[src/common/sim_event_pkg.sv]
`default_nettype none

// Encoding of the simulator control instructions
// Software signals the simulator with "addi x0, x0, imm", an architectural nop
package sim_event_pkg;

  // Instruction field widths of the I-type format
  localparam int OPCODE_W = 7;
  localparam int FUNCT3_W = 3;
  localparam int IMM_W    = 12;

  // OP-IMM major opcode
  localparam logic [OPCODE_W-1:0] EV_OPCODE = 7'b0010011;

  // ADDI within OP-IMM
  localparam logic [FUNCT3_W-1:0] EV_FUNCT3_ADDI = 3'b000;

  // Immediate values that select the event
  localparam logic [IMM_W-1:0] EV_EXIT = 12'd1;  // core exit, code in r3
  localparam logic [IMM_W-1:0] EV_PUTC = 12'd4;  // print low byte of r3

  // Character width of the putc output
  localparam int CHAR_W = 8;

endpackage : sim_event_pkg

`default_nettype wire

[src/common/trace_pkg.sv]
`default_nettype none

// Retire trace record layout shared by every trace monitor block
package trace_pkg;

  // Number of cores whose retire streams are observed
  localparam int NUM_CORES = 2;

  // Width of pc, instruction and write-back data words (RV32)
  localparam int XLEN = 32;

  // Register file index width, x0 to x31
  localparam int REG_IDX_W = 5;

  // Software passes event arguments in x3, so only that register is shadowed
  localparam logic [REG_IDX_W-1:0] R3_IDX = 5'd3;

  // Retired instruction counter width per core
  // Wraps silently, enough for the short test programs
  localparam int INSTRET_W = 16;

endpackage : trace_pkg

`default_nettype wire
[src/rtl/trace_monitor_top.sv]
`timescale 1ns/1ns
`default_nettype none

// Trace monitor for all cores plus the global termination flag
module trace_monitor_top
  import trace_pkg::*;
  import sim_event_pkg::*;
(
  input  wire logic                           clk_i,
  input  wire logic                           rst_n_i,
  input  wire logic [NUM_CORES-1:0]           trace_valid_i,
  input  wire logic [NUM_CORES*XLEN-1:0]      trace_pc_i,
  input  wire logic [NUM_CORES*XLEN-1:0]      trace_insn_i,
  input  wire logic [NUM_CORES-1:0]           trace_wben_i,
  input  wire logic [NUM_CORES*REG_IDX_W-1:0] trace_wbreg_i,
  input  wire logic [NUM_CORES*XLEN-1:0]      trace_wbdata_i,
  output logic      [NUM_CORES-1:0]           putc_valid_o,
  output logic      [NUM_CORES*CHAR_W-1:0]    putc_char_o,
  output logic      [NUM_CORES-1:0]           exited_o,
  output logic      [NUM_CORES*XLEN-1:0]      exit_code_o,
  output logic      [NUM_CORES*INSTRET_W-1:0] instret_o,
  output logic                                all_done_o
);

  genvar c;

  // Core c occupies slice c of every flattened array
  generate
    for (c = 0; c < NUM_CORES; c = c + 1) begin : gen_core_mon
      core_trace_monitor core_trace_monitor_inst (
        .clk_i          (clk_i),
        .rst_n_i        (rst_n_i),
        .trace_valid_i  (trace_valid_i[c]),
        .trace_pc_i     (trace_pc_i[c*XLEN +: XLEN]),
        .trace_insn_i   (trace_insn_i[c*XLEN +: XLEN]),
        .trace_wben_i   (trace_wben_i[c]),
        .trace_wbreg_i  (trace_wbreg_i[c*REG_IDX_W +: REG_IDX_W]),
        .trace_wbdata_i (trace_wbdata_i[c*XLEN +: XLEN]),
        .putc_valid_o   (putc_valid_o[c]),
        .putc_char_o    (putc_char_o[c*CHAR_W +: CHAR_W]),
        .exited_o       (exited_o[c]),
        .exit_code_o    (exit_code_o[c*XLEN +: XLEN]),
        .instret_o      (instret_o[c*INSTRET_W +: INSTRET_W])
      );
    end
  endgenerate

  termination_tracker termination_tracker_inst (
    .clk_i      (clk_i),
    .rst_n_i    (rst_n_i),
    .exited_i   (exited_o),
    .all_done_o (all_done_o)
  );

endmodule : trace_monitor_top

`default_nettype wire

[src/rtl/termination_tracker.sv]
`timescale 1ns/1ns
`default_nettype none

// Raises a sticky level once every core has exited
module termination_tracker
  import trace_pkg::*;
(
  input  wire logic                 clk_i,
  input  wire logic                 rst_n_i,
  input  wire logic [NUM_CORES-1:0] exited_i,
  output logic                      all_done_o
);

  logic [NUM_CORES-1:0] seen_q;
  logic [NUM_CORES-1:0] seen_next;

  // Remember each core that has exited, even if its flag were to drop
  assign seen_next = seen_q | exited_i;

  always_ff @(posedge clk_i or negedge rst_n_i) begin
    if (!rst_n_i) begin
      seen_q <= '0;
    end else begin
      seen_q <= seen_next;
    end
  end

  // One cycle after the last core reports exit
  always_ff @(posedge clk_i or negedge rst_n_i) begin
    if (!rst_n_i) begin
      all_done_o <= 1'b0;
    end else if (&seen_next) begin
      all_done_o <= 1'b1;
    end
  end

endmodule : termination_tracker

`default_nettype wire

[src/rtl/core_trace_monitor.sv]
`timescale 1ns/1ns
`default_nettype none

// Per-core monitor that turns decoded events and the r3 copy into
// putc pulses, exit state and an instruction count
module core_trace_monitor
  import trace_pkg::*;
  import sim_event_pkg::*;
(
  input  wire logic                 clk_i,
  input  wire logic                 rst_n_i,
  input  wire logic                 trace_valid_i,
  input  wire logic [XLEN-1:0]      trace_pc_i,
  input  wire logic [XLEN-1:0]      trace_insn_i,
  input  wire logic                 trace_wben_i,
  input  wire logic [REG_IDX_W-1:0] trace_wbreg_i,
  input  wire logic [XLEN-1:0]      trace_wbdata_i,
  output logic                      putc_valid_o,
  output logic      [CHAR_W-1:0]    putc_char_o,
  output logic                      exited_o,
  output logic      [XLEN-1:0]      exit_code_o,
  output logic      [INSTRET_W-1:0] instret_o
);

  logic [XLEN-1:0] r3;
  logic            exit_ev;
  logic            putc_ev;
  logic            count_stop;

  r3_shadow r3_shadow_inst (
    .clk_i    (clk_i),
    .rst_n_i  (rst_n_i),
    .valid_i  (trace_valid_i),
    .wben_i   (trace_wben_i),
    .wbreg_i  (trace_wbreg_i),
    .wbdata_i (trace_wbdata_i),
    .r3_o     (r3)
  );

  sim_event_decode sim_event_decode_inst (
    .clk_i     (clk_i),
    .rst_n_i   (rst_n_i),
    .valid_i   (trace_valid_i),
    .insn_i    (trace_insn_i),
    .exit_ev_o (exit_ev),
    .putc_ev_o (putc_ev)
  );

  // Event strobes line up with r3, which already holds every earlier write
  always_ff @(posedge clk_i or negedge rst_n_i) begin
    if (!rst_n_i) begin
      putc_valid_o <= 1'b0;
      putc_char_o  <= '0;
    end else begin
      putc_valid_o <= putc_ev & ~exited_o;
      if (putc_ev && !exited_o) begin
        putc_char_o <= r3[CHAR_W-1:0];
      end
    end
  end

  // Exit is sticky, the first exit code wins
  always_ff @(posedge clk_i or negedge rst_n_i) begin
    if (!rst_n_i) begin
      exited_o    <= 1'b0;
      exit_code_o <= '0;
    end else if (exit_ev && !exited_o) begin
      exited_o    <= 1'b1;
      exit_code_o <= r3;
    end
  end

  // The exit strobe lags its record by one cycle, so it blocks the next record too
  assign count_stop = exited_o | exit_ev;

  always_ff @(posedge clk_i or negedge rst_n_i) begin
    if (!rst_n_i) begin
      instret_o <= '0;
    end else if (trace_valid_i && !count_stop) begin
      instret_o <= instret_o + 1'b1;
    end
  end

endmodule : core_trace_monitor

`default_nettype wire

[src/rtl/sim_event_decode.sv]
`timescale 1ns/1ns
`default_nettype none

// Spots simulator event instructions in one retire stream
// Event strobes come out one cycle after the retire edge
module sim_event_decode
  import trace_pkg::*;
  import sim_event_pkg::*;
(
  input  wire logic            clk_i,
  input  wire logic            rst_n_i,
  input  wire logic            valid_i,
  input  wire logic [XLEN-1:0] insn_i,
  output logic                 exit_ev_o,
  output logic                 putc_ev_o
);

  logic [OPCODE_W-1:0]  opcode;
  logic [REG_IDX_W-1:0] rd;
  logic [FUNCT3_W-1:0]  funct3;
  logic [REG_IDX_W-1:0] rs1;
  logic [IMM_W-1:0]     imm;

  logic is_nop_imm;
  logic exit_hit;
  logic putc_hit;

  // I-type field split
  assign opcode = insn_i[6:0];
  assign rd     = insn_i[11:7];
  assign funct3 = insn_i[14:12];
  assign rs1    = insn_i[19:15];
  assign imm    = insn_i[31:20];

  // addi x0, x0, imm with any immediate
  assign is_nop_imm = valid_i
                    & (opcode == EV_OPCODE)
                    & (funct3 == EV_FUNCT3_ADDI)
                    & (rd == '0)
                    & (rs1 == '0);

  // Immediates are distinct, so at most one hit per record
  assign exit_hit = is_nop_imm & (imm == EV_EXIT);
  assign putc_hit = is_nop_imm & (imm == EV_PUTC);

  always_ff @(posedge clk_i or negedge rst_n_i) begin
    if (!rst_n_i) begin
      exit_ev_o <= 1'b0;
      putc_ev_o <= 1'b0;
    end else begin
      exit_ev_o <= exit_hit;
      putc_ev_o <= putc_hit;
    end
  end

endmodule : sim_event_decode

`default_nettype wire

[src/rtl/r3_shadow.sv]
`timescale 1ns/1ns
`default_nettype none

// Keeps the last value written to x3 by one core
module r3_shadow
  import trace_pkg::*;
(
  input  wire logic                 clk_i,
  input  wire logic                 rst_n_i,
  input  wire logic                 valid_i,
  input  wire logic                 wben_i,
  input  wire logic [REG_IDX_W-1:0] wbreg_i,
  input  wire logic [XLEN-1:0]      wbdata_i,
  output logic      [XLEN-1:0]      r3_o
);

  logic r3_write;

  // Only a retired record with write-back to x3 updates the copy
  assign r3_write = valid_i & wben_i & (wbreg_i == R3_IDX);

  always_ff @(posedge clk_i or negedge rst_n_i) begin
    if (!rst_n_i) begin
      r3_o <= '0;
    end else if (r3_write) begin
      r3_o <= wbdata_i;
    end
  end

endmodule : r3_shadow

`default_nettype wire

[config.mk]
export PLATFORM = sky130hd
export DESIGN_NAME = trace_monitor_top
export DESIGN_NICKNAME = d
export VERILOG_FILES = /design/src/common/sim_event_pkg.sv /design/src/common/trace_pkg.sv /design/src/rtl/trace_monitor_top.sv /design/src/rtl/termination_tracker.sv /design/src/rtl/core_trace_monitor.sv /design/src/rtl/sim_event_decode.sv /design/src/rtl/r3_shadow.sv
export SDC_FILE = /design/constraint.sdc
export NUM_CORES = 1
export LEC_CHECK = 0
export ABC_AREA = 0
export BUFFER_PORTS_ARGS = -buffer_cell sky130_fd_sc_hd__buf_4
export CORE_MARGIN = 3
export CORE_UTILIZATION = 43
export DETAILED_ROUTE_END_ITERATION = 8
export GPL_TIMING_DRIVEN = 0
export HOLD_SLACK_MARGIN = 0.15
export PLACE_DENSITY = 0.77
export SLEW_MARGIN = 20
export SYNTH_ARGS = -nofsm -noshare
export SYNTH_HDL_FRONTEND = slang
export SYNTH_SLANG_ARGS = --single-unit
[constraint.sdc]
create_clock -name clk_i -period 1.9 [get_ports clk_i]
set_clock_uncertainty 0.2 [all_clocks]
set_input_delay 0.19 -clock clk_i [delete_from_list [all_inputs] [get_ports clk_i]]
set_output_delay 0.19 -clock clk_i [all_outputs]
set_load 0.02 [all_outputs]
==> run metrics, run 1 <==
status finished with violations; failing checks negative setup slack; syn_area_per_cell 15.0 um^2; VDD IR-drop max 0.622 mV; register area share after synthesis between 60% and 70%; WL met2 approximately 10,000 um; remaining routing DRC violations 0; met3 wire length 828 um; Synth Flop Type dfrtp_1; die width 136 um; Critical Path AT 2.17 ns; Row Count 46; Final ANT Viol Nets 0; fin. max-slew vios 0; RSZ-0062 raised after global routing true; core area between 0.015 and 0.02 mm^2; die area approximately 0.019 mm^2; Mapped Nets 697; gpl congestion 0.801; Fmax achieved 492 MHz; pwr/cell area 856 mW/mm^2; Final Hold Vio Count 0; Via density 4.94; Post-Synth XOR/XNOR Area 3.48%; Final min period 2.03 ns; GRT Overall Usage 20.0%; layout cells sized above 1 54.8%; final WL 18,600 um; commonest non-fill, non-tap cell in the layout buf_4; mux cell area share after synthesis 22.4%; Root Driver clkbuf_16; complex-gate fraction of the synthesized area 0.172%; Post-Route M1 WL 6980 um; worst path required time 2.04 ns; Max Buffers Root-to-Sink 2; Fin Hold WS around 0.13 ns; Post-synth EDFFs 0; PnR worst setup slack -0.131 ns; I/O pin cnt 325; Distinct cells, synth 34; H-tree depth 4; vias 5,334; largest net degree at the start of global routing 95; # setup viols final 7; flip-flop and latch count after synthesis around 190; Port Buffer Count between 200 and 300; max capacitance violation total 0; Highest Signal Layer met4; clock transition at the registers of the reported paths approximately 0.07 ns; Die Height 136 um; Slew Limit Headroom 53.5%; grt total ovfl 0; Critical Path Start Type register; placed inst area between 0.009 and 0.01 mm^2; Finished Core Util 67.8%; Starting Density roughly 45%; Power, Total approximately 9.4 mW; most frequent cells in the layout buf_4 (272), dfrtp_1 (186), mux2_2 (140); CTS tree yes; Post-Synth Adder-Cell Area less than 1%; DRT Pass-1 Iters 4; hpwl dp about 13,000 um; Post-Layout Cell Count 1,080; first-pass GRT wire length approximately 29,000 um; period utilization 107%; total CTS buffers 17; P_leak roughly 5.7 nW; initial antenna violation count 2; WS Path Type register to register; CTS sink cnt 187; HP Class input port to register; simple-gate share of the synthesized area 7.45%; largest family of logic cells by synthesized area multiplexers; CP max FO 7; endpoint class of the critical path register; Nets 1,058; number of global-route vias before repair roughly 5,800; fin area 0.0110 mm^2; WL/cell 17.2 um; Cell Area, Synth around 0.0073 mm^2; Synth Warn # 0; DP Cell Count 964; Post-Synthesis Cells a little under 500; worst slew pin tran 0.697 ns; Clk Latency, worst-skew pair roughly 0.42 ns; synthesis-to-finish area growth 51.0%; Starting DRT DRC Count roughly 230; Async SR Flop Fraction 100%
## cells by family after synthesis
group	after synthesis
AND/OR/NAND/NOR	91
flip-flops	187
XOR/XNOR	29
multiplexers	145
buffers and inverters	31
adder cells (fa/ha/maj)	2
AO/OA/AOI/OAI	2
## per-stage QoR
stage / setup TNS (ns) / setup slack (ns)
2_1_floorplan: -0.117 / -0.0648
3_3_place_gp: -117.81 / -0.581
3_5_place_dp: -15.40 / -0.246
4_1_cts: -0.598 / -0.149
5_1_grt: -0.973 / -0.183
6_report: -0.414 / -0.131
## Yosys cell counts (all sizes together), types with 2 or more instances
cell | instances | area share (%)
dfrtp | 187 | 64
nand4 | 13 | 1.1
and4 | 3 | 0.36
nor4 | 17 | 1.5
clkbuf | 6 | 0.31
xor2 | 10 | 1.2
nand2b | 2 | 0.17
mux2 | 145 | 22
xnor2 | 19 | 2.3
nand2 | 16 | 0.82
or2 | 5 | 0.43
nand3 | 8 | 0.55
buf | 17 | 1.3
ha | 2 | 0.34
nor4b | 6 | 0.72
inv | 8 | 0.41
or3 | 2 | 0.19
nor2 | 7 | 0.36
nor3 | 5 | 0.41
## power breakdown
group | leakage (nW) | switching [mW] | internal [mW]
Sequential | 2.54 | 0.318 | 4.30
Clock | 0.289 | 1.57 | 1.92
Combinational | 2.91 | 0.561 | 0.744
## critical path, cell delays in order (launching register included)
cell and delay [ns]:
dfrtp_1 0.38, or3b_1 0.39, buf_6 0.14, or4_4 0.55, nor3_2 0.14, xor2_1 0.16
## final cells by class
type | count | area (um^2)
clock inverters | 13 | 131
clock buffers | 19 | 453
multi-input cells | 269 | 2500
well taps | 216 | 270
repair buffers | 343 | 2800
flip-flops and latches | 187 | 4680
diodes | 3 | 7.51
fillers | 1185 | 5220
inverters | 8 | 30.0
plain buffers | 22 | 135
## metal layers
metal  vias to the layer above  track usage [%]
li1                       2448                -
met1                      2664             22.6
met2                       181             35.9
met3                        41             4.18
met4                         0             9.63
met5                         -                0
## path summary, 6_finish.rpt
kind                                               startpoint                                          endpoint  slack, ns  depth (start not counted)
hold / removal                               trace_valid_i[1]                                          register       0.13                          5
min in group asynchronous                             rst_n_i                        asynchronous set/reset pin       0.20                          2
max in group asynchronous                             rst_n_i  gen_core_mon[1].core_trace_monitor_inst.exited_o       0.40                          3
setup reg to reg                                     register                                          register      -0.13                          5
hold reg to reg            termination_tracker_inst.seen_q[0]                termination_tracker_inst.seen_q[0]       0.26                          1
setup / recovery                                     register                                          register      -0.13                          5
## timing repair
action,4_1_cts,5_1_grt
resized for setup,10,15
pin swaps,2,1
setup buffers,6,1
hold endpoints to repair,172,4
hold buffers,76,1
setup endpoints to repair,69,69
gates cloned,0,0
## registers in the layout (all words and copies together), names as in the netlist, named ones only
signal                                                    count
gen_core_mon.core_trace_monitor_inst.putc_valid_o             2
gen_core_mon.core_trace_monitor_inst.instret_o               32
gen_core_mon.core_trace_monitor_inst.exited_o                 2
termination_tracker_inst.seen_q                               2
gen_core_mon.core_trace_monitor_inst.r3_shadow_inst.r3_o     64
gen_core_mon.core_trace_monitor_inst.putc_char_o             16
termination_tracker_inst.all_done_o                           1
gen_core_mon.core_trace_monitor_inst.exit_code_o             64
Note: power is estimated with default switching activity, not from simulation.
==> run 2, diff against run 1 <==
--- a/config.mk
+++ b/config.mk
@@ -8,11 +8,13 @@
 export ABC_AREA = 0
 export BUFFER_PORTS_ARGS = -buffer_cell sky130_fd_sc_hd__buf_4
 export CORE_MARGIN = 3
-export CORE_UTILIZATION = 43
+export CORE_UTILIZATION = 44
+export CTS_BUF_LIST = sky130_fd_sc_hd__clkbuf_4 sky130_fd_sc_hd__clkbuf_8
 export DETAILED_ROUTE_END_ITERATION = 8
 export GPL_TIMING_DRIVEN = 0
 export HOLD_SLACK_MARGIN = 0.15
-export PLACE_DENSITY = 0.77
+export PLACE_DENSITY = 0.78
+export SETUP_SLACK_MARGIN = 0.15
 export SLEW_MARGIN = 20
 export SYNTH_ARGS = -nofsm -noshare
 export SYNTH_HDL_FRONTEND = slang
==> run metrics, run 2 (same netlist as run 1, synthesis figures left out) <==
Row Count 46 (unchanged); first-pass GRT wire length 30,900 um (+7.1%); Final min period 2.07 ns (+0.0427 ns); Max Buffers Root-to-Sink 2 (unchanged); fin. max-slew vios 0 (unchanged); pre-CTS setup slack -0.391 ns (-0.145 ns); Post-Layout Cell Count 1,106 (+2.4%); biggest registers after layout gen_core_mon.core_trace_monitor_inst.exit_code_o x64, gen_core_mon.core_trace_monitor_inst.r3_shadow_inst.r3_o x64, gen_core_mon.core_trace_monitor_inst.instret_o x32; CP max stage delay 0.60 ns (+0.05 ns); Nets 1,087 (+2.7%); Power, Total 8.81 mW (-6.4%); placed inst area 0.00956 mm^2 (about the same); endpoint class of the critical path register; I/O pin cnt 325 (unchanged); pwr/cell area 789 mW/mm^2 (-7.8%); Starting DRT DRC Count 173 (-23%); die area 0.0182 mm^2 (-2.2%); Setup TNS -0.519 ns (-0.105 ns); DRT Pass-1 Iters 4 (unchanged); VDD IR-drop max 0.672 mV (+8.1%); Port Buffer Count 260 (unchanged); worst path required time 2.07 ns (+0.03 ns); final WL 19,700 um (+6.4%); most frequent cells in the layout buf_4 (282), dfrtp_1 (184), mux2_2 (140); Final Hold Vio Count 2 (+2); largest net degree at the start of global routing 96 (+1.1%); Root Driver clkbuf_8; Slew Limit Headroom 53.2% (-0.28 points); total CTS buffers 17 (unchanged); Final ANT Viol Nets 0 (unchanged); Critical Path Start Type input port; Worst path slowest cell dlygate4sd3_1; H-tree depth 4 (unchanged); Fin Hold WS -0.0378 ns (-0.167 ns); status finished with violations; # setup viols final 5 (-2); hpwl dp 13,200 um (+0.50%); Starting Density 45.4% (+0.48 points); P_leak 5.83 nW (+1.6%); die width 135 um (-1.1%); WS Path Type input port to register; crit path cell chain buf_4, dlygate4sd3_1, or3b_1, buf_6, or4_4, nor2_1, xor2_1; WL/cell 17.8 um (+3.9%); clock transition at the registers of the reported paths 0.09 ns (+0.02 ns); CP max FO 5 (-2); Clk Latency, worst-skew pair 0.44 ns (+0.02 ns); ant diodes 0 (-3); fin area 0.0112 mm^2 (+1.4%); layout cells sized above 1 55.1% (+0.24 points); CTS sink cnt 187 (unchanged); number of global-route vias before repair 5,977 (+2.7%); RSZ-0062 raised after global routing true; PnR worst setup slack -0.174 ns (-0.0427 ns); initial antenna violation count 0 (-2); Critical Path AT 2.24 ns (+0.07 ns); HP Class input port to register; synthesis-to-finish area growth 53.1%; max capacitance violation total 0 (unchanged); Die Height 135 um (-1.1%); commonest non-fill, non-tap cell in the layout buf_4; CTS tree yes; failing checks negative hold slack, negative setup slack; DP Cell Count 964 (unchanged); period utilization 109% (+2.2 points); remaining routing DRC violations 0 (unchanged); GRT Overall Usage 21.6% (+1.6 points); grt total ovfl 0 (unchanged); Fmax achieved 482 MHz (-2.1%); Finished Core Util 69.5% (+1.7 points); core area 0.0161 mm^2 (-1.1%); worst slew pin tran 0.701 ns (+0.00419 ns); vias 5,471 (+2.6%); Via density 4.95 (+0.16%); hold_buf cts 96 (+26%); gpl congestion 0.813 (+1.5%)
==> run 2: path summary, 6_finish.rpt <==
kind                                                       end  slack, ns                           startpoint  depth (start not counted)
hold / removal                                        register      -0.04                     trace_insn_i[37]                          4
min in group asynchronous           asynchronous set/reset pin       0.13                              rst_n_i                          2
setup / recovery                                      register      -0.17                     trace_valid_i[1]                          7
hold reg to reg            termination_tracker_inst.all_done_o       0.26  termination_tracker_inst.all_done_o                          1
setup reg to reg                                      register      -0.17                             register                          5
max in group asynchronous           asynchronous set/reset pin       0.45                              rst_n_i                          3
==> run 2: area by class of cell <==
cell class | count | area [um^2]
fill | 1069 | 4890
sequential | 187 | 4680
timing repair buffer | 371 | 3060
multi-input combinational | 269 | 2560
tap | 216 | 270
clock buffer | 17 | 234
clock inverter | 15 | 178
buffer | 23 | 150
inverter | 8 | 30.0
==> run 2: report_power, final <==
group          internal (mW)  switching (mW)
clock                   1.22            1.50
sequential              4.30           0.304
combinational          0.842           0.648
total                   6.36            2.45
==> run 2: what timing repair did <==
item / in CTS / in global routing
pin swaps: 3 / 4
resized for setup: 22 / 16
endpoints found under the hold margin: 275 / 2
setup endpoints to repair: 109 / 38
buffers inserted: 3 / 11
==> run 2: per-layer routing <==
layer  routed length [um]  global-route usage [%]  vias to the layer above
li1                     -                       -                     2504
met5                    0                       0                        -
met3                 1510                    6.63                       19
met1                 7660                    24.9                     2733
met4                  255                    6.11                        0
met2                10300                    38.8                      215
==> run 2: worst max-delay path: cells and delay by family <==
family,cells,cell delay [ns]
xor gates and xnor gates,1,0.15
buffers and inverters,3,0.83
and+or+nand+nor,3,1.07
==> run 3, diff against run 2 <==
--- a/config.mk
+++ b/config.mk
@@ -7,13 +7,13 @@
 export LEC_CHECK = 0
 export ABC_AREA = 0
 export BUFFER_PORTS_ARGS = -buffer_cell sky130_fd_sc_hd__buf_4
-export CORE_MARGIN = 3
-export CORE_UTILIZATION = 44
+export CORE_AREA = 3 3 125 127
 export CTS_BUF_LIST = sky130_fd_sc_hd__clkbuf_4 sky130_fd_sc_hd__clkbuf_8
 export DETAILED_ROUTE_END_ITERATION = 8
+export DIE_AREA = 0 0 128 130
 export GPL_TIMING_DRIVEN = 0
 export HOLD_SLACK_MARGIN = 0.15
-export PLACE_DENSITY = 0.78
+export PLACE_DENSITY = 0.83
 export SETUP_SLACK_MARGIN = 0.15
 export SLEW_MARGIN = 20
 export SYNTH_ARGS = -nofsm -noshare
==> constraint.sdc (replaced) <==
create_clock -name clk_i -period 2.65 [get_ports clk_i]
set_clock_uncertainty 0.2 [all_clocks]
set_input_delay 0.265 -clock clk_i [delete_from_list [all_inputs] [get_ports clk_i]]
set_output_delay 0.265 -clock clk_i [all_outputs]
set_load 0.02 [all_outputs]
==> run metrics, run 3 (same netlist as run 1, synthesis figures left out) <==
status complete, no violations; Max Buffers Root-to-Sink 2 (unchanged); DRT Pass-1 Iters 4 (unchanged); remaining routing DRC violations 0 (unchanged); max capacitance violation total 0 (unchanged); DP Cell Count 933 (-3.2%); largest net degree at the start of global routing 104 (+8.3%); VDD IR-drop max 0.393 mV (-41%); most frequent cells in the layout buf_4 (263), dfrtp_1 (187), mux2_2 (140); hpwl dp 13,200 um (about the same); WL/cell 18.0 um (+0.65%); CP max FO 7 (+2); die width 128 um (-5.0%); Row Count 44 (-4.3%); P_leak 5.59 nW (-4.1%); Post-Layout Cell Count 1,040 (-6.0%); Critical Path AT 2.36 ns (+0.12 ns); grt total ovfl 0 (unchanged); initial antenna violation count 1 (+1); PnR worst setup slack 0.465 ns (+0.639 ns); Worst path slowest cell dlygate4sd3_1; endpoint class of the critical path register; Starting Density 50.2% (+4.8 points); Worst R2R Setup Slack 0.53 ns (+0.70 ns); H-tree depth 4 (unchanged); layout cells sized above 1 52.7% (-2.3 points); biggest registers after layout gen_core_mon.core_trace_monitor_inst.exit_code_o x64, gen_core_mon.core_trace_monitor_inst.r3_shadow_inst.r3_o x64, gen_core_mon.core_trace_monitor_inst.instret_o x32; pre-CTS setup slack 0.417 ns (+0.808 ns); commonest non-fill, non-tap cell in the layout buf_4; post-CTS sizing 0 (-100%); CP max stage delay 0.57 ns (-0.03 ns); period utilization around 82%; Nets 1,054 (-3.0%); CTS tree yes; top cell family by delay on the critical path simple AND/OR/NAND/NOR gates; Via density 5.11 (+3.2%); Slew Limit Headroom 59.0% (+5.8 points); WS Path Type input port to register; gpl congestion 0.808 (-0.62%); CTS sink cnt 187 (unchanged); GRT Overall Usage 22.5% (+0.89 points); # setup viols final 0 (-5); vias 5,311 (-2.9%); pwr/cell area 573 mW/mm^2 (-27%); number of global-route vias before repair 5,773 (-3.4%); Port Buffer Count 260 (unchanged); final WL 18,700 um (-5.4%); Finished Core Util 73.5% (+4.0 points); die area 0.0166 mm^2 (-8.4%); Clk Latency, worst-skew pair 0.45 ns (about the same); crit path buf inv count 3 (unchanged); Fmax achieved 458 MHz; total CTS buffers 17 (unchanged); hold_buf cts 76 (-21%); RSZ-0062 raised after global routing false; Critical Path Start Type input port; worst path required time 2.82 ns (+0.75 ns); synthesis-to-finish area growth 46.5%; Starting DRT DRC Count 229 (+32%); fin. max-slew vios 0 (unchanged); HP Class input port to asynchronous set/reset pin; final-layout fill cell count 936 (-12%); Final ANT Viol Nets 0 (unchanged); clock transition at the registers of the reported paths 0.10 ns (about the same); first-pass GRT wire length 29,100 um (-5.7%); Final Hold Vio Count 0 (-2); worst slew pin tran 0.615 ns (-0.0866 ns); I/O pin cnt 325 (unchanged); core area 0.0145 mm^2 (-9.5%); Final min period 2.19 ns; setup bufs post-CTS 0 (-3); Die Height 130 um (-3.5%); Root Driver clkbuf_8; Setup TNS 0 ns (+0.519 ns); crit path cell chain dlygate4sd3_1, buf_4, or3b_1, buf_6, or4_4, nor3_2, xor2_1
## run 3: cell types whose count changed in the layout (fill, tap and decap cells not counted), moves of 4 or more
cell           change
dlygate4sd3_1     -19
buf_1              +6
buf_4             -19
clkbuf_2           -4
clkbuf_1           +4
## run 3: metrics by stage
| step | power (mW) | cell area, um^2 | hold WS, ns |
|---|---|---|---|
| global route | 6.40 | 10700 | 0.249 |
| global placement | 4.14 | 9480 | 0.239 |
| finish | 6.12 | 10700 | 0.253 |
| floorplan | 3.71 | 7290 | -0.231 |
| detailed placement | 4.22 | 9540 | -0.147 |
| CTS | 6.17 | 10700 | 0.246 |
## run 3: cell type report
cell class | count | area [um^2] | area share, %
Clock buffer | 18 | 248 | 2.32
Sequential cell | 187 | 4680 | 43.8
Inverter | 8 | 30.0 | 0.281
Clock inverter | 12 | 138 | 1.29
Tap cell | 184 | 230 | 2.15
Antenna cell | 1 | 2.50 | 0.0234
Timing Repair Buffer | 338 | 2780 | 26.0
Multi-Input combinational cell | 269 | 2470 | 23.1
Buffer | 23 | 116 | 1.09
## run 3: final timing paths
path                                                                        from                                  to  depth (start not counted)
worst max-delay path                                            trace_valid_i[1]                            register                          7
worst min-delay path                                                     rst_n_i          asynchronous set/reset pin                          3
worst max register to register  gen_core_mon[1].core_trace_monitor_inst.exited_o                            register                          5
worst min register to register                termination_tracker_inst.seen_q[1]  termination_tracker_inst.seen_q[1]                          1
max in group asynchronous                                                rst_n_i          asynchronous set/reset pin                          4
min in group clk_i                            termination_tracker_inst.seen_q[1]  termination_tracker_inst.seen_q[1]                          1
## run 3: where the power goes
part	switching, mW	internal [mW]	total (mW)
Clock	1.01	0.866	1.87
Sequential	0.224	3.08	3.31
Combinational	0.410	0.534	0.944
## run 3: routing by layer
metal  global-route usage (%)  vias up  share of wire [%]
met4                     7.87        0                2.7
met3                     6.10       35                5.2
met2                     40.5      174                 55
met5                        0        -                  0
met1                     25.9     2669                 37
li1                         -     2433                  -
## run 3: tightest hold or removal path, stage by stage
cell and delay, ns:
dlygate4sd3_1 0.57, buf_8 0.12, buf_16 0.37
